[config.mk]
export PLATFORM = sky130hd
export DESIGN_NAME = uart_core
export DESIGN_NICKNAME = d
export VERILOG_FILES = /design/src/source/uart_cfg_pkg.sv /design/src/source/uart_frame_pkg.sv /design/src/source/uart_baud_gen.sv /design/src/source/uart_tx.sv /design/src/source/uart_rx.sv /design/src/source/uart_core.sv
export SDC_FILE = /design/constraint.sdc
export NUM_CORES = 1
export LEC_CHECK = 0
export ABC_CLOCK_PERIOD_IN_PS = 2750
export BUFFER_PORTS_ARGS = -buffer_cell sky130_fd_sc_hd__buf_4
export CAP_MARGIN = 20
export CORE_ASPECT_RATIO = 0.7
export CORE_UTILIZATION = 57
export CTS_BUF_LIST = sky130_fd_sc_hd__clkbuf_8 sky130_fd_sc_hd__clkbuf_16
export DETAILED_ROUTE_END_ITERATION = 8
export PLACE_DENSITY = 0.78
export SYNTH_ARGS = -nofsm -noshare
export SYNTH_HDL_FRONTEND = slang
export SYNTH_SLANG_ARGS = --single-unit
[constraint.sdc]
create_clock -name clk -period 2.75 [get_ports clk]
set_input_delay 0.275 -clock clk [delete_from_list [all_inputs] [get_ports clk]]
set_output_delay 0.275 -clock clk [all_outputs]
set_load 0.02 [all_outputs]
[src/source/uart_cfg_pkg.sv]
package uart_cfg_pkg;

  // clk cycles between two oversample ticks
  // at 100 MHz this is far above any real baud rate, which keeps simulation short
  localparam int CLKS_PER_TICK = 4;

  // ticks per serial bit, the receiver samples at the centre of this window
  localparam int OVERSAMPLE = 16;

  // payload width of one 8N1 frame
  localparam int DATA_BITS = 8;

  // length of one bit on the line in clk cycles
  localparam int CLKS_PER_BIT = CLKS_PER_TICK * OVERSAMPLE;

  // tick inside the start bit where the receiver looks at the line again
  localparam int MID_SAMPLE = OVERSAMPLE / 2;

  // counter widths, kept at one bit or more so a divide-by-one tick still builds
  localparam int TICK_CNT_W = (CLKS_PER_TICK > 1) ? $clog2(CLKS_PER_TICK) : 1;
  localparam int OS_CNT_W   = (OVERSAMPLE > 1) ? $clog2(OVERSAMPLE) : 1;
  localparam int BIT_CNT_W  = (DATA_BITS > 1) ? $clog2(DATA_BITS) : 1;

  // terminal counts, sized to the counters that compare against them
  // the tick generator wraps here
  localparam logic [TICK_CNT_W-1:0] TICK_LAST = TICK_CNT_W'(CLKS_PER_TICK - 1);

  // last tick of a bit period, both directions move on after it
  localparam logic [OS_CNT_W-1:0] OS_LAST = OS_CNT_W'(OVERSAMPLE - 1);

  // the start-bit check happens on this tick count
  localparam logic [OS_CNT_W-1:0] MID_LAST = OS_CNT_W'(MID_SAMPLE - 1);

  // index of the final data bit, LSB goes first
  localparam logic [BIT_CNT_W-1:0] BIT_LAST = BIT_CNT_W'(DATA_BITS - 1);

endpackage

[src/source/uart_frame_pkg.sv]
package uart_frame_pkg;

  // request into the transmitter
  // valid is a one-cycle strobe and data is only looked at in that cycle
  // the transmitter takes it only while idle, anything sent while a frame
  // is on the line is lost without notice
  //
  // layout, msb first
  //   [8]   valid
  //   [7:0] data
  typedef struct packed {
    // strobe that asks for one frame
    logic                               valid;
    // byte to send, bit 0 leaves first
    logic [uart_cfg_pkg::DATA_BITS-1:0] data;
  } uart_tx_req_t;

  // word out of the receiver
  // valid pulses for one cycle at the middle of the stop bit
  // data and frame_err belong to that same cycle, there is no hold
  // and no back-pressure, so the consumer has to register it right away
  //
  // layout, msb first
  //   [9]   valid
  //   [8:1] data
  //   [0]   frame_err
  typedef struct packed {
    // one strobe per frame that passed the start-bit check
    logic                               valid;
    // assembled byte, first bit on the line ends up in bit 0
    logic [uart_cfg_pkg::DATA_BITS-1:0] data;
    // stop bit was seen low at its centre sample
    // the data is still handed out so software can decide what to do
    logic                               frame_err;
  } uart_rx_word_t;

  // a glitch that fails the start-bit check never shows up here at all,
  // it only costs the receiver half a bit of busy time
  // a frame with a bad stop bit does show up, with frame_err set
  // the transmitter always sends a high stop bit, so in loopback
  // frame_err can only come from a disturbed line

endpackage

[src/source/uart_baud_gen.sv]
`timescale 1ns/1ps

module uart_baud_gen (
  input  logic clk,
  input  logic arst_n,
  output logic os_tick
);

  // free-running divider from clk down to the oversample rate
  // both directions share it, so transmit and receive agree on bit length
  // it never stops or restarts once reset is gone, which means a new
  // transmit frame lines up with the next tick and the receiver sees up
  // to one tick of phase error against the incoming edge
  logic [uart_cfg_pkg::TICK_CNT_W-1:0] clk_cnt;

  // the terminal count is decoded once here and used for both the pulse
  // and the wrap
  logic at_last;

  assign at_last = (clk_cnt == uart_cfg_pkg::TICK_LAST);

  always_ff @(posedge clk or negedge arst_n) begin
    if (!arst_n) begin
      clk_cnt <= '0;
      os_tick <= 1'b0;
    end else begin
      // the tick is registered so it is a clean one-cycle pulse
      // with no decode logic in front of the consumers
      os_tick <= at_last;

      // wrap explicitly so a divider that is not a power of two
      // still gives an exact period
      if (at_last) begin
        clk_cnt <= '0;
      end else begin
        clk_cnt <= clk_cnt + 1'b1;
      end
    end
  end

  // first tick comes CLKS_PER_TICK cycles after reset release,
  // then exactly every CLKS_PER_TICK cycles after that
  // nothing here depends on what the transmitter or receiver is doing
  //
  // with the default settings this gives a tick every 4 clocks
  // and a bit time of 64 clocks
  //
  // the counter holds no state besides its phase, so if reset is
  // asserted in the middle of a frame the next frame simply starts
  // on a fresh phase
  //
  // tx and rx each count 16 of these per bit on their own, so they
  // only share the tick phase and not a bit phase
  // that matters because the receiver has to lock onto whatever edge
  // arrives on rxd, while the transmitter picks its own start
  // a slower line would only need a larger CLKS_PER_TICK

endmodule

[src/source/uart_tx.sv]
`timescale 1ns/1ps

module uart_tx (
  input  logic                         clk,
  input  logic                         arst_n,
  input  logic                         os_tick,
  input  uart_frame_pkg::uart_tx_req_t tx_req,
  output logic                         txd,
  output logic                         tx_done
);

  // start covers the wait for the first tick as well as the start bit itself
  typedef enum logic [1:0] {
    TX_IDLE,
    TX_START,
    TX_DATA,
    TX_STOP
  } tx_state_e;

  tx_state_e                          state;
  logic [uart_cfg_pkg::OS_CNT_W-1:0]  tick_cnt;
  logic [uart_cfg_pkg::BIT_CNT_W-1:0] bit_cnt;
  logic [uart_cfg_pkg::DATA_BITS-1:0] shift_q;
  logic                               bit_end;
  logic                               accept;

  // a request only counts in idle, in any other state it is dropped
  assign accept = (state == TX_IDLE) && tx_req.valid;

  // last tick of the current bit period
  assign bit_end = os_tick && (tick_cnt == uart_cfg_pkg::OS_LAST);

  // byte holder, loaded on accept and shifted right as each bit goes out
  // bit 0 always holds the next bit to put on the line
  always_ff @(posedge clk) begin
    if (accept) begin
      shift_q <= tx_req.data;
    end else if (bit_end && ((state == TX_START) || (state == TX_DATA))) begin
      shift_q <= shift_q >> 1;
    end
  end

  always_ff @(posedge clk or negedge arst_n) begin
    if (!arst_n) begin
      state    <= TX_IDLE;
      txd      <= 1'b1;
      tx_done  <= 1'b0;
      tick_cnt <= '0;
      bit_cnt  <= '0;
    end else begin
      // done is a strobe, so it falls back the cycle after it is set
      tx_done <= 1'b0;

      case (state)
        TX_IDLE: begin
          if (tx_req.valid) begin
            state    <= TX_START;
            tick_cnt <= '0;
          end
        end

        TX_START: begin
          if (os_tick) begin
            // txd still high means the start bit has not begun yet,
            // so this tick drops the line and the count begins on the next
            if (txd) begin
              txd <= 1'b0;
            end else if (bit_end) begin
              txd      <= shift_q[0];
              tick_cnt <= '0;
              bit_cnt  <= '0;
              state    <= TX_DATA;
            end else begin
              tick_cnt <= tick_cnt + 1'b1;
            end
          end
        end

        TX_DATA: begin
          if (bit_end) begin
            tick_cnt <= '0;
            if (bit_cnt == uart_cfg_pkg::BIT_LAST) begin
              // stop bit is a plain high level
              txd   <= 1'b1;
              state <= TX_STOP;
            end else begin
              txd     <= shift_q[0];
              bit_cnt <= bit_cnt + 1'b1;
            end
          end else if (os_tick) begin
            tick_cnt <= tick_cnt + 1'b1;
          end
        end

        TX_STOP: begin
          // 640 clocks after txd fell, the frame is over
          if (bit_end) begin
            tick_cnt <= '0;
            tx_done  <= 1'b1;
            state    <= TX_IDLE;
          end else if (os_tick) begin
            tick_cnt <= tick_cnt + 1'b1;
          end
        end

        default: begin
          state <= TX_IDLE;
          txd   <= 1'b1;
        end
      endcase
    end
  end

endmodule

[src/source/uart_rx.sv]
`timescale 1ns/1ps

module uart_rx (
  input  logic                          clk,
  input  logic                          arst_n,
  input  logic                          os_tick,
  input  logic                          rxd,
  output uart_frame_pkg::uart_rx_word_t rx_out
);

  // start is the half-bit window where the edge gets checked
  typedef enum logic [1:0] {
    RX_IDLE,
    RX_START,
    RX_DATA,
    RX_STOP
  } rx_state_e;

  rx_state_e                          state;
  logic [uart_cfg_pkg::OS_CNT_W-1:0]  tick_cnt;
  logic [uart_cfg_pkg::BIT_CNT_W-1:0] bit_cnt;
  logic [uart_cfg_pkg::DATA_BITS-1:0] shift_q;

  // two flops for metastability, a third one to see the edge
  logic rxd_meta;
  logic rxd_sync;
  logic rxd_prev;
  logic fall;
  logic bit_end;

  // output word pieces, packed into the struct below
  logic                               word_valid;
  logic [uart_cfg_pkg::DATA_BITS-1:0] word_data;
  logic                               word_err;

  // flops come out of reset high, so an idle line gives no false edge
  always_ff @(posedge clk or negedge arst_n) begin
    if (!arst_n) begin
      rxd_meta <= 1'b1;
      rxd_sync <= 1'b1;
      rxd_prev <= 1'b1;
    end else begin
      rxd_meta <= rxd;
      rxd_sync <= rxd_meta;
      rxd_prev <= rxd_sync;
    end
  end

  // only a real high to low change starts a frame
  // a line that stays low after a bad stop bit does not retrigger
  assign fall = rxd_prev && !rxd_sync;

  // centre of a data or stop bit, a full bit after the previous centre
  assign bit_end = os_tick && (tick_cnt == uart_cfg_pkg::OS_LAST);

  // data comes in LSB first, so each new bit enters at the top
  always_ff @(posedge clk) begin
    if (bit_end && (state == RX_DATA)) begin
      shift_q <= {rxd_sync, shift_q[uart_cfg_pkg::DATA_BITS-1:1]};
    end
  end

  // payload of the output word changes only at a stop-bit sample
  always_ff @(posedge clk) begin
    if (bit_end && (state == RX_STOP)) begin
      word_data <= shift_q;
      word_err  <= !rxd_sync;
    end
  end

  always_ff @(posedge clk or negedge arst_n) begin
    if (!arst_n) begin
      state      <= RX_IDLE;
      tick_cnt   <= '0;
      bit_cnt    <= '0;
      word_valid <= 1'b0;
    end else begin
      word_valid <= 1'b0;

      case (state)
        RX_IDLE: begin
          if (fall) begin
            state    <= RX_START;
            tick_cnt <= '0;
          end
        end

        RX_START: begin
          if (os_tick) begin
            if (tick_cnt == uart_cfg_pkg::MID_LAST) begin
              tick_cnt <= '0;
              // line back high at half a bit means a glitch, not a start bit
              if (rxd_sync) begin
                state <= RX_IDLE;
              end else begin
                bit_cnt <= '0;
                state   <= RX_DATA;
              end
            end else begin
              tick_cnt <= tick_cnt + 1'b1;
            end
          end
        end

        RX_DATA: begin
          if (bit_end) begin
            tick_cnt <= '0;
            if (bit_cnt == uart_cfg_pkg::BIT_LAST) begin
              state <= RX_STOP;
            end else begin
              bit_cnt <= bit_cnt + 1'b1;
            end
          end else if (os_tick) begin
            tick_cnt <= tick_cnt + 1'b1;
          end
        end

        RX_STOP: begin
          // the word goes out here whether or not the stop bit was good
          if (bit_end) begin
            tick_cnt   <= '0;
            word_valid <= 1'b1;
            state      <= RX_IDLE;
          end else if (os_tick) begin
            tick_cnt <= tick_cnt + 1'b1;
          end
        end

        default: begin
          state <= RX_IDLE;
        end
      endcase
    end
  end

  assign rx_out = '{valid: word_valid, data: word_data, frame_err: word_err};

endmodule

[src/source/uart_core.sv]
`timescale 1ns/1ps

module uart_core (
  input  logic                          clk,
  input  logic                          arst_n,
  input  uart_frame_pkg::uart_tx_req_t  tx_req,
  output logic                          tx_done,
  output logic                          txd,
  input  logic                          rxd,
  output uart_frame_pkg::uart_rx_word_t rx_out
);

  // shared oversample tick
  // both halves run off the same divider but keep their own bit phase
  logic os_tick;

  // tick source, free-running from reset release
  uart_baud_gen uart_baud_gen_inst (
    .clk     (clk),
    .arst_n  (arst_n),
    .os_tick (os_tick)
  );

  // transmit side
  // a request while a frame is going out is dropped inside the transmitter,
  // the caller should wait for tx_done before the next one
  uart_tx uart_tx_inst (
    .clk     (clk),
    .arst_n  (arst_n),
    .os_tick (os_tick),
    .tx_req  (tx_req),
    .txd     (txd),
    .tx_done (tx_done)
  );

  // receive side
  // rxd may come from anywhere, the receiver brings it into clk itself
  // glitches shorter than half a bit are filtered there too
  uart_rx uart_rx_inst (
    .clk     (clk),
    .arst_n  (arst_n),
    .os_tick (os_tick),
    .rxd     (rxd),
    .rx_out  (rx_out)
  );

  // there is no internal loopback path, tying txd to rxd is left to the
  // board or the testbench, so the two directions stay fully independent
  //
  // with loopback, a byte comes back on rx_out about nine and a half bits
  // after the start edge, which is well before tx_done for the same frame
  //
  // parity, flow control and FIFOs are not part of this core
  // a wrapper can add them around these ports without touching the
  // timing of either direction
  //
  // all three blocks share one asynchronous reset and one clock,
  // so the only clock crossing in the core is rxd into the receiver

endmodule

# Word level (Yosys, flattened, before mapping)
# Cells that the tools add are included.
op_classes:
  add_sub_neg: 5
  eq_ne: 30
  muxes: 54
  reduce_logical: 23
op_table:
  columns: ["op", "count"]
  rows:
  - ["4-bit two-way mux", 11]
  - ["2-bit two-way mux", 15]
  - ["3-bit two-way mux", 10]
  - ["4-bit one-hot mux with 3 select lines", 2]
  - ["2-bit != test (second input constant)", 9]
  - ["6-bit AND reduction", 3]
  - ["8-bit two-way mux", 2]
  - ["2-bit one-hot mux with 4 select lines", 2]
  - ["2-bit by 1-bit != test with 1-bit output (second input constant)", 7]
  - ["3-bit one-hot mux with 2 select lines", 2]
  - ["2-bit equality test (second input constant)", 5]
  - ["1-bit two-way mux", 9]
  - ["4-bit by 1-bit adder with 4-bit output (second input constant)", 2]
  - ["4-bit equality test (second input constant)", 2]
  - ["1-bit logical AND", 7]
  - ["7-bit AND reduction", 1]
  - ["3-bit by 1-bit adder with 3-bit output (second input constant)", 2]
  - ["3-bit equality test (second input constant)", 2]
  - ["3-bit by 1-bit != test with 1-bit output (second input constant)", 2]
  - ["3-bit AND reduction", 2]
  - ["2-bit nonzero test", 3]
  - ["2-bit by 1-bit equality test with 1-bit output (second input constant)", 2]
  - ["4-bit by 3-bit equality test with 1-bit output (second input constant)", 1]
  - ["2-bit logical NOT", 2]
  - ["other kinds (6)", 7]
word_totals:
  regBits: 52
  inputBits: 12
  out_inout_bits: 12
  word_cells: 130

# Depth between registers and ports, before layout
# Gate-level depths: netlist (run 1).
depth:
  word_depth: 6
  ltp_mapped: 7
  mapped_depth_nobuf: 6

# Modules after synthesis
# Synthesis (run 1) repeated with hierarchy kept, for this count alone.
hier_totals:
  cells_unflattened: 183
  hier_area_um2: 2422.3
by_module_without_submodules:
  columns: ["module", "n_inst", "cells_each", "area_each_um2", "seq_area_each_um2"]
  rows:
  - ["uart_rx", 1, 88, 1249.9, 839.6]
  - ["uart_tx", 1, 90, 1081.0, 516.7]
  - ["uart_baud_gen", 1, 5, 91.3, 75.1]

# Least setup slack after synthesis (run 1)
# No wires, ideal clock.
synth_timing:
  path_kind: "register to register"
  startpoint: "register uart_rx_inst.tick_cnt[0] (netlist name)"
  endpoint: "register uart_rx_inst.word_data[0] (netlist name), enable pin"
  setup_ps: 388
  arrival_ps: 1563
  t_required_ps: 2362
  setup_slack_ps: 799
  stages_incl_launch_ff: 5
  path_buffers: 0
  synth_period_minus_slack_ps: 1951
  cell_sequence: "dfrtp_1 ha_1 and2_1 nand3_1 nor3_1"
synth_via:
  elab_chain_cells: 3
synth_lines:
  columns: ["item", "line_no", "rtl"]
  rows:
  - ["start: declaration", "uart_rx.sv:20", "logic [uart_cfg_pkg::OS_CNT_W-1:0] tick_cnt;"]
  - ["start signal: assignment", "uart_rx.sv:100", "tick_cnt <= tick_cnt + 1'b1;"]
  - ["start signal: assignment", "uart_rx.sv:114", "tick_cnt <= tick_cnt + 1'b1;"]
  - ["start signal: assignment", "uart_rx.sv:125", "tick_cnt <= tick_cnt + 1'b1;"]
  - ["4-bit equality test", "uart_rx.sv:54", "assign bit_end = os_tick && (tick_cnt == uart_cfg_pkg::OS_LAST);"]
  - ["1-bit logical AND", "uart_rx.sv:54", null]
  - ["1-bit logical AND", "uart_rx.sv:65", "if (bit_end && (state == RX_STOP)) begin"]
  - ["end signal: assignment", "uart_rx.sv:66", "word_data <= shift_q;"]
  - ["end: declaration", "uart_rx.sv:33", "logic [uart_cfg_pkg::DATA_BITS-1:0] word_data;"]
# Every way passes these cells.
# A chain may end at the register's enable or synchronous reset.

# Worst setup path after layout (run 1)
layout_timing:
  startpoint: "register uart_tx_inst.state[0]"
  endpoint: "register uart_tx_inst.state[1]"
layout_via:
  elab_chain_cells: 3
  word_cells_on_any_way: 13
  classes_between: "10 x eq/ne; 1 x mux; 2 x reduce/logical"
layout_lines:
  columns: ["item", "line_no", "rtl"]
  rows:
  - ["start: declaration", "uart_tx.sv:20", "tx_state_e state;"]
  - ["start signal: assignment", "uart_tx.sv:45", "state <= TX_IDLE;"]
  - ["start signal: assignment", "uart_tx.sv:57", "state <= TX_START;"]
  - ["start signal: assignment", "uart_tx.sv:72", "state <= TX_DATA;"]
  - ["2-bit equality test (tied with other cells)", "uart_tx.sv:54", "case (state)"]
  - ["2-bit != test (no source line) / 2-bit by 1-bit != test with 1-bit output (equally long branches)", null, null]
  - ["7-bit AND reduction (no source line)", null, null]
# Several ways; a longest one is shown, not always the timed one.

==> flow_metrics.tcl, run 1 <==
set metrics [dict create \
    status "complete, no violations" \
    synth-seq-area-share_pct 61.80 \
    wl_per_cell_um 15.31 \
    maxSlewViolCount 0 \
    postCtsResizedCells 0 \
    clockBufferDepth 2 \
    rows 18 \
    met2_usage_pct 29.32 \
    critPathMaxStageDelay_ns 0.41 \
    final_area_um2 2606 \
    first_global_vias 1403 \
    final_nets 227 \
    grt_use_total_pct 19.24 \
    num_vias 1475 \
    holdCritPathClass "input port to flip-flop" \
    drt-pass1-iter-count 4 \
    clk_pin_slew_ns 0.09 \
    fillers 253 \
    grt_pass1_wl_mm 6.299 \
    syn-cell-area_um2 2316 \
    synthTopCellsByCount "25 x edfxtp_1, 23 x dfrtp_1, 17 x nand2_1" \
    routed_wirelength_mm 3.890 \
    area_growth_pct 12.53 \
    skew_ns 0.006357 \
    dp_hpwl_mm 2.845 \
    start_util_pct 62.70 \
    via_per_inst 5.807 \
    cts.htree.levels 2 \
    endpoint "uart_tx_inst.state[1]" \
    die_h_um 55.33 \
    port_buffers 23 \
    worstPathCellList "inv_1 -> ha_1 -> nor3_2 -> nor2_1 -> nor3_1 -> mux2_1" \
    syn_avg_cell_area_um2 13.01 \
    crit_path_end_kind "flip-flop" \
    cts.sinks 52 \
    maxCapViolCount 0 \
    tightest_slew_ns 0.6251 \
    first_iter_violations 76 \
    reg2reg_slack_ns 0.76 \
    cts_root_buffer "clkbuf_8" \
    hold_violations 0 \
    n_antenna_cell 0 \
    crit_path_start "uart_tx_inst.state[0]" \
    path_class "flip-flop to flip-flop" \
    ir_drop_mv 0.4554 \
    cp.required_ns 2.93 \
    relSlewSlack_pct 58.17 \
    ant_nets 0 \
    met1_usage_pct 25.65 \
    postCtsHoldBufs 1 \
    synth_nets 202 \
    fmax_ghz 0.5030 \
    reg2reg_to "uart_tx_inst.state[1]" \
    pin_count 24 \
    crit_arrival_ns 2.17 \
    dieArea_um2 4326 \
    setup_viol 0 \
    grt_util_met3_pct 5.785 \
    synth_top_area_share_pct 32.41 \
    ys_types 45 \
    dpl_cell_area_um2 2507 \
    cp_slowest_cell "dfrtp_1" \
    rr_startpoint "uart_tx_inst.state[0]" \
    rsz0062_at_grt "no" \
    synth.most_common_cell "edfxtp_1" \
    antenna_found_initial 0 \
    reg2regPathDepth 6 \
    busiest_layer "met2" \
    post_cts_buffers 0 \
    power_leakage_nw 1.087 \
    netlist_top_cells_area "edfxtp_1 32%, dfrtp_1 25%, ha_1 6.5%" \
    die_x_um 78.19 \
    crit_path_max_fanout 11 \
    yosysTopAreaCell "edfxtp_1" \
    tritoncts "done" \
    crit_path_start_kind "flip-flop" \
    numCtsBuffers 5 \
    min_period_over_period_pct 72.29 \
    gp_congestion 0.7901 \
    grt_max_degree 28 \
    fin_setup_tns_ns 0 \
    syn_inst 178 \
    insertion_delay_ns 0.29 \
    core-area_um2 3694 \
    hold-worst-slack_ns 0.08669 \
    synth_edf_count 25 \
    synth_seq_cells 52 \
    synth_flop_cell "edfxtp_1" \
    pwr_density_cell_nw_per_um2 852.7 \
    async_flop_share_pct 51.92 \
    drive_gt1_share_pct 23.04 \
    ys.warnings.count 0 \
    drc 0 \
    finalCriticalPeriod_ns 1.988 \
    grt_overflow 0 \
]
-- cells by family (layout without fill, tap and decap cells) --
logic type               after synthesis  in the layout  share of synthesized area [%]
AO/OA/AOI/OAI                         31             31                          9.833
XOR/XNOR                               1              1                         0.3782
adder cells (fa/ha/maj)               12             12                          6.483
buffers and inverters                 13             39                          3.187
flip-flops                            52             52                          61.80
multiplexers                           9              9                          4.376
AND/OR/NAND/NOR                       60             60                          13.94
-- state kept, by name, indices dropped and copies added (netlist names), 2 cells and up, named ones only --
register,count
uart_tx_inst.shift_q,8
uart_tx_inst.state,2
uart_rx_inst.tick_cnt,4
uart_tx_inst.bit_cnt,3
uart_baud_gen_inst.clk_cnt,2
uart_rx_inst.bit_cnt,3
uart_rx_inst.shift_q,8
uart_tx_inst.tick_cnt,4
uart_rx_inst.word_data,8
-- worst max-delay path, delay by kind of cell (launching register included) --
kind,cells,cell delay [ns]
adders and majority gates,1,0.35
buffers and inverters,1,0.10
DFF,1,0.41
muxes,1,0.37
and+or+nand+nor,3,0.63
-- per-stage QoR --
stage	util, %	power (mW)	instances	setup WS [ns]
6_report	70.56	2.222	254	0.7621
5_1_grt	70.56	2.357	254	0.6396
4_1_cts	70.56	2.220	254	0.8085
3_5_place_dp	67.89	1.810	245	0.8060
3_3_place_gp	67.89	1.740	245	0.9291
2_1_floorplan	-	1.631	178	0.7986
-- report_power, final --
group	switching (mW)	internal, mW	leakage [nW]	total, mW
Clock	0.235	0.178	0.0455	0.413
Combinational	0.381	0.302	0.483	0.683
Sequential	0.152	0.974	0.558	1.13
-- worst min-delay path by stage --
stage,to,depth (start not counted),from
2_1_floorplan,async pin,0,arst_n
3_3_place_gp,uart_rx_inst.tick_cnt[1],1,arst_n
3_5_place_dp,uart_rx_inst.bit_cnt[1],1,arst_n
4_1_cts,uart_rx_inst.rxd_meta,1,rxd
5_1_grt,uart_rx_inst.rxd_meta,1,rxd
6_report,uart_rx_inst.rxd_meta,1,rxd
-- layer usage --
layer	wire [um]	vias up
met5	0	-
met4	85	0
met3	266	10
met2	1767	59
met1	1771	703
li1	-	703
-- layout make-up --
cell class	instances	area [um^2]	area share (%)
timing repair buffer	25	190.2	7.297
clock buffer	5	68.82	2.640
sequential	52	1431	54.92
multi-input combinational	113	810.8	31.11
clock inverter	3	20.02	0.7681
inverter	6	22.52	0.8641
tap	50	62.56	2.400
-- placed cells by master (no fill, tap or decap), drive strengths merged, types with 5 or more instances in the layout --
cell    count
nand3       9
buf        24
ha         12
edfxtp     25
o21ai       9
inv         7
o211ai      5
nand2      18
nor2        7
dfrtp      23
clkbuf      5
mux2        9
No activity file was read; power rests on OpenSTA's default activity.
==> inputs of run 2 (changes only) <==
--- a/config.mk
+++ b/config.mk
@@ -5,14 +5,14 @@
 export SDC_FILE = /design/constraint.sdc
 export NUM_CORES = 1
 export LEC_CHECK = 0
-export ABC_CLOCK_PERIOD_IN_PS = 2750
+export ABC_CLOCK_PERIOD_IN_PS = 1800
 export BUFFER_PORTS_ARGS = -buffer_cell sky130_fd_sc_hd__buf_4
 export CAP_MARGIN = 20
 export CORE_ASPECT_RATIO = 0.7
-export CORE_UTILIZATION = 57
+export CORE_UTILIZATION = 52
 export CTS_BUF_LIST = sky130_fd_sc_hd__clkbuf_8 sky130_fd_sc_hd__clkbuf_16
 export DETAILED_ROUTE_END_ITERATION = 8
-export PLACE_DENSITY = 0.78
+export PLACE_DENSITY = 0.75
 export SYNTH_ARGS = -nofsm -noshare
 export SYNTH_HDL_FRONTEND = slang
 export SYNTH_SLANG_ARGS = --single-unit
==> constraint.sdc (replaced) <==
create_clock -name clk -period 1.8 [get_ports clk]
set_input_delay 0.18 -clock clk [delete_from_list [all_inputs] [get_ports clk]]
set_output_delay 0.18 -clock clk [all_outputs]
set_load 0.02 [all_outputs]
==> flow_metrics.tcl, run 2 (synthesized netlist as in run 1, its figures left out) <==
set metrics [dict create \
    status "complete, no violations" \
    fmax_ghz 0.5725 \
    rows 19 \
    tightest_slew_ns 0.3571 \
    via_per_inst 5.580 \
    core-area_um2 4089 \
    grt_overflow 0 \
    switching_share_pct 34.12 \
    highest_layer "met4" \
    finalCriticalPeriod_ns 1.747 \
    drc 0 \
    final_common_cell "buf_4" \
    seq_power_share_pct 48.9 \
    reg2reg_to "uart_tx_inst.state[1]" \
    wl_per_cell_um 14.75 \
    cts.sinks 52 \
    clkPwrFrac_pct 17.6 \
    port_buffers 23 \
    tritoncts "done" \
    power.switching_mw 1.182 \
    hold-path-cell-count 2 \
    intPower_mw 2.283 \
    path_class "flip-flop to flip-flop" \
    antenna_found_initial 0 \
    routed_wirelength_mm 3.864 \
    cts.htree.levels 2 \
    hold_violations 0 \
    clk_pin_slew_ns 0.08 \
    area_growth_pct 15.51 \
    hold-worst-slack_ns 0.1823 \
    whs_endpoint "uart_tx_inst.shift_q[4]" \
    drive_gt1_share_pct 27.14 \
    dieArea_um2 4729 \
    reg_top3 "uart_rx_inst.shift_q: 8 flops, uart_rx_inst.word_data: 8 flops, uart_tx_inst.shift_q: 8 flops" \
    final_nets 233 \
    grt_use_total_pct 19.21 \
    first_iter_violations 90 \
    dp_cells 252 \
    pwr_density_cell_nw_per_um2 1295 \
    rr_startpoint "uart_tx_inst.state[1]" \
    grt_pass1_wl_mm 6.644 \
    n_antenna_cell 0 \
    ant_nets 0 \
    hp-start "tx_req[4]" \
    skew_ns 0.006592 \
    dp_hpwl_mm 2.804 \
    crit_path_max_fanout 4 \
    relSlewSlack_pct 76.20 \
    ir_drop_mv 0.7359 \
    reg2regPathDepth 6 \
    cts_root_buffer "clkbuf_8" \
    crit_path_start_kind "flip-flop" \
    grt_max_degree 28 \
    cp.required_ns 1.98 \
    die_x_um 81.77 \
    rsz0062_at_grt "yes" \
    insertion_delay_ns 0.30 \
    holdCritPathClass "input port to flip-flop" \
    setup_viol 0 \
    fin_cells 262 \
    final_cell_mix "29 x buf_4, 25 x edfxtp_1, 23 x dfrtp_1" \
    pin_count 24 \
    drt-pass1-iter-count 4 \
    crit_arrival_ns 1.93 \
    wirelength_met1_mm 1.842 \
    route.met3.wl_um 184 \
    power_leakage_nw 1.124 \
    first_global_vias 1498 \
    die_h_um 57.84 \
    maxSlewViolCount 0 \
    reg2reg_slack_ns 0.05 \
    start_util_pct 56.64 \
    gp_congestion 0.8150 \
    min_period_over_period_pct 97.04 \
    num_vias 1462 \
    power_frac_comb_pct 33.5 \
    crit_path_end_kind "flip-flop" \
    numCtsBuffers 5 \
    wl_met2_mm 1.778 \
    maxCapViolCount 0 \
    clockBufferDepth 2 \
]
==> run 2: repair_timing <==
action	in CTS	in global routing
setup buffers	0	0
resized for setup	1	7
hold buffers	2	0
cloned	0	0
endpoints found under the hold margin	24	0
endpoints found under the setup margin	1	16
==> run 2: worst max path at each step <==
stage                                   startpoint                   endpoint  slack (ns)  depth (start not counted)
final                        uart_tx_inst.state[1]      uart_tx_inst.state[1]        0.05                          6
after global routing         uart_tx_inst.state[0]    uart_tx_inst.bit_cnt[0]       -0.02                          6
after CTS                    uart_tx_inst.state[1]      uart_tx_inst.state[1]        0.02                          6
after detailed placement     uart_tx_inst.state[1]      uart_tx_inst.state[1]       -0.04                          6
after global placement    uart_tx_inst.tick_cnt[0]      uart_tx_inst.state[1]         0.1                          5
after floorplan           uart_rx_inst.tick_cnt[0]  uart_rx_inst.word_data[0]        0.13                          4
==> run 2: critical path, cell delays in order, from the launching register on <==
cell and delay, ns:
dfrtp_1 0.41, inv_1 0.10, ha_2 0.24, nand2_2 0.12, o21ai_1 0.14, nor3_2 0.27, mux2_1 0.35
==> run 2: cell type report <==
cell class                      instances  area [um^2]
Tap cell                               52        65.06
Multi-Input combinational cell        113        837.1
Clock buffer                            5        68.82
Clock inverter                          3        12.51
Sequential cell                        52         1431
Timing Repair Buffer                   31        237.7
Inverter                                6        22.52
Fill cell                             317         1414
==> run 2: metal layers <==
| layer | vias up | track usage [%] |
|---|---|---|
| met4 | 0 | 7.268 |
| met1 | 708 | 25.42 |
| li1 | 713 | - |
| met5 | - | 0 |
| met2 | 36 | 30.46 |
| met3 | 5 | 5.197 |
==> run 2: power groups by stage <==
stage / Clock [mW] / Combinational [mW] / Sequential, mW
2_1_floorplan: 0 / 0.834 / 1.66
3_3_place_gp: 0 / 1.04 / 1.69
3_5_place_dp: 0 / 1.11 / 1.71
4_1_cts: 0.639 / 1.13 / 1.69
5_1_grt: 0.687 / 1.29 / 1.72
6_report: 0.610 / 1.16 / 1.69
==> run 2: per-stage QoR <==
stage / setup slack (ns) / instance area (um^2) / util (%) / setup TNS [ns] / total power, mW
2_1_floorplan: 0.1325 / 2321 / - / 0 / 2.495
3_3_place_gp: 0.09723 / 2552 / 62.42 / 0 / 2.728
3_5_place_dp: -0.03767 / 2552 / 62.42 / -0.03767 / 2.817
4_1_cts: 0.01727 / 2659 / 65.02 / 0 / 3.450
5_1_grt: -0.01728 / 2675 / 65.42 / -0.02511 / 3.704
6_report: 0.05324 / 2675 / 65.42 / 0 / 3.465
==> inputs of run 3 (changes only) <==
--- a/config.mk
+++ b/config.mk
@@ -10,7 +10,6 @@
 export CAP_MARGIN = 20
 export CORE_ASPECT_RATIO = 0.7
 export CORE_UTILIZATION = 52
-export CTS_BUF_LIST = sky130_fd_sc_hd__clkbuf_8 sky130_fd_sc_hd__clkbuf_16
 export DETAILED_ROUTE_END_ITERATION = 8
 export PLACE_DENSITY = 0.75
 export SYNTH_ARGS = -nofsm -noshare
==> flow_metrics.tcl, run 3 (synthesized netlist as in run 1, its figures left out) <==
set metrics [dict create \
    first_iter_violations 89 \
    worstPathCellList "inv_1 -> ha_2 -> nand2_2 -> o21ai_1 -> nor3_2 -> mux2_1" \
    ir_drop_mv 0.7366 \
    start_util_pct 56.64 \
    critPathTopFamily "flip-flops" \
    first_global_vias 1498 \
    dp_hpwl_mm 2.804 \
    ant_nets 0 \
    final_nets 233 \
    rsz0062_at_grt "yes" \
    total_power_mw 3.478 \
    setup_viol 0 \
    crit_path_end_kind "flip-flop" \
    path_depth 6 \
    cp.required_ns 1.98 \
    insertion_delay_ns 0.30 \
    grt_max_degree 28 \
    critPathMaxStageDelay_ns 0.41 \
    routed_wirelength_mm 3.884 \
    hold-path-cell-count 2 \
    port_buffers 23 \
    clockBufferDepth 2 \
    core-area_um2 4089 \
    rows 19 \
    n_antenna_cell 0 \
    power_leakage_nw 1.116 \
    antenna_found_initial 0 \
    pwr_density_cell_nw_per_um2 1300 \
    maxSlewViolCount 0 \
    wl_per_cell_um 14.82 \
    path_class "flip-flop to flip-flop" \
    crit_path_start_kind "flip-flop" \
    fin_cells 262 \
    cts.sinks 52 \
    grt_use_total_pct 19.21 \
    final_cell_mix "29 x buf_4, 25 x edfxtp_1, 23 x dfrtp_1" \
    area_growth_pct 15.51 \
    crit_buf_inv 1 \
    final_common_cell "buf_4" \
    crit_arrival_ns 1.93 \
    cts.htree.levels 2 \
    status "complete, no violations" \
    cp_slowest_cell "dfrtp_1" \
    pin_count 24 \
    dp_cells 252 \
    min_period_over_period_pct 97.07 \
    tightest_slew_ns 0.3554 \
    maxCapViolCount 0 \
    clk_pin_slew_ns 0.08 \
    reg_top3 "uart_rx_inst.shift_q: 8 flops, uart_rx_inst.word_data: 8 flops, uart_tx_inst.shift_q: 8 flops" \
    num_vias 1474 \
    drive_gt1_share_pct 27.14 \
    dieArea_um2 4729 \
    fmax_ghz 0.5723 \
    die_h_um 57.84 \
    die_x_um 81.77 \
    via_per_inst 5.626 \
    tritoncts "done" \
    grt_overflow 0 \
    grt_pass1_wl_mm 6.644 \
    crit_path_max_fanout 4 \
    hold_violations 0 \
    fillers 317 \
    fin_setup_tns_ns 0 \
    relSlewSlack_pct 76.31 \
    cts_root_buffer "clkbuf_8" \
    reg2regPathDepth 6 \
    drt-pass1-iter-count 4 \
    numCtsBuffers 5 \
    drc 0 \
    finalCriticalPeriod_ns 1.747 \
    gp_congestion 0.8150 \
    holdCritPathClass "input port to flip-flop" \
    skew_ns 0.006753 \
]
-- run 3: worst paths after layout --
check | endpoint | startpoint | slack [ns]
setup / recovery | uart_tx_inst.state[1] | uart_tx_inst.state[1] | 0.05
hold / removal | uart_tx_inst.shift_q[4] | tx_req[4] | 0.18
setup reg to reg | uart_tx_inst.state[1] | uart_tx_inst.state[1] | 0.05
hold reg to reg | uart_rx_inst.rxd_sync | uart_rx_inst.rxd_meta | 0.36
max in group asynchronous | uart_tx_inst.txd | arst_n | 1.17
min in group asynchronous | uart_rx_inst.bit_cnt[2] | arst_n | 0.33
-- run 3: through the flow --
stage | utilization [%] | cell area [um^2] | hold slack, ns | setup WS (ns)
2_1_floorplan | - | 2321 | -0.1156 | 0.1325
3_3_place_gp | 62.42 | 2552 | 0.1089 | 0.09723
3_5_place_dp | 62.42 | 2552 | 0.1191 | -0.03767
4_1_cts | 65.02 | 2659 | 0.1704 | 0.01734
5_1_grt | 65.42 | 2675 | 0.1772 | -0.01707
6_report | 65.42 | 2675 | 0.1816 | 0.05271
-- run 3: per-layer routing --
| metal | GRT usage, % | up-vias | share of wire (%) |
|---|---|---|---|
| met4 | 7.268 | 0 | 1.5 |
| met5 | 0 | - | 0 |
| met2 | 30.46 | 36 | 46 |
| li1 | - | 714 | - |
| met3 | 5.197 | 5 | 4.4 |
| met1 | 25.42 | 719 | 48 |
-- run 3: final cells by class --
class	instances	area [um^2]	share of cell area, %
well taps	52	65.06	2.432
inverters	6	22.52	0.8419
multi-input cells	113	837.1	31.29
repair buffers	31	237.7	8.887
clock buffers	7	76.32	2.853
flip-flops and latches	52	1431	53.51
clock inverters	1	5.005	0.1871
-- run 3: timing repair --
| action | 4_1_cts | 5_1_grt |
|---|---|---|
| setup endpoints to repair | 1 | 16 |
| resized for setup | 1 | 7 |
| hold buffers | 2 | 0 |
| endpoints found under the hold margin | 24 | 0 |
| setup buffers | 0 | 0 |
-- run 3: power breakdown --
group          switching (mW)  internal [mW]  leakage (nW)
registers               0.205           1.49         0.558
clock network           0.347          0.273        0.0422
logic                   0.632          0.532         0.515
total                    1.18           2.29          1.12
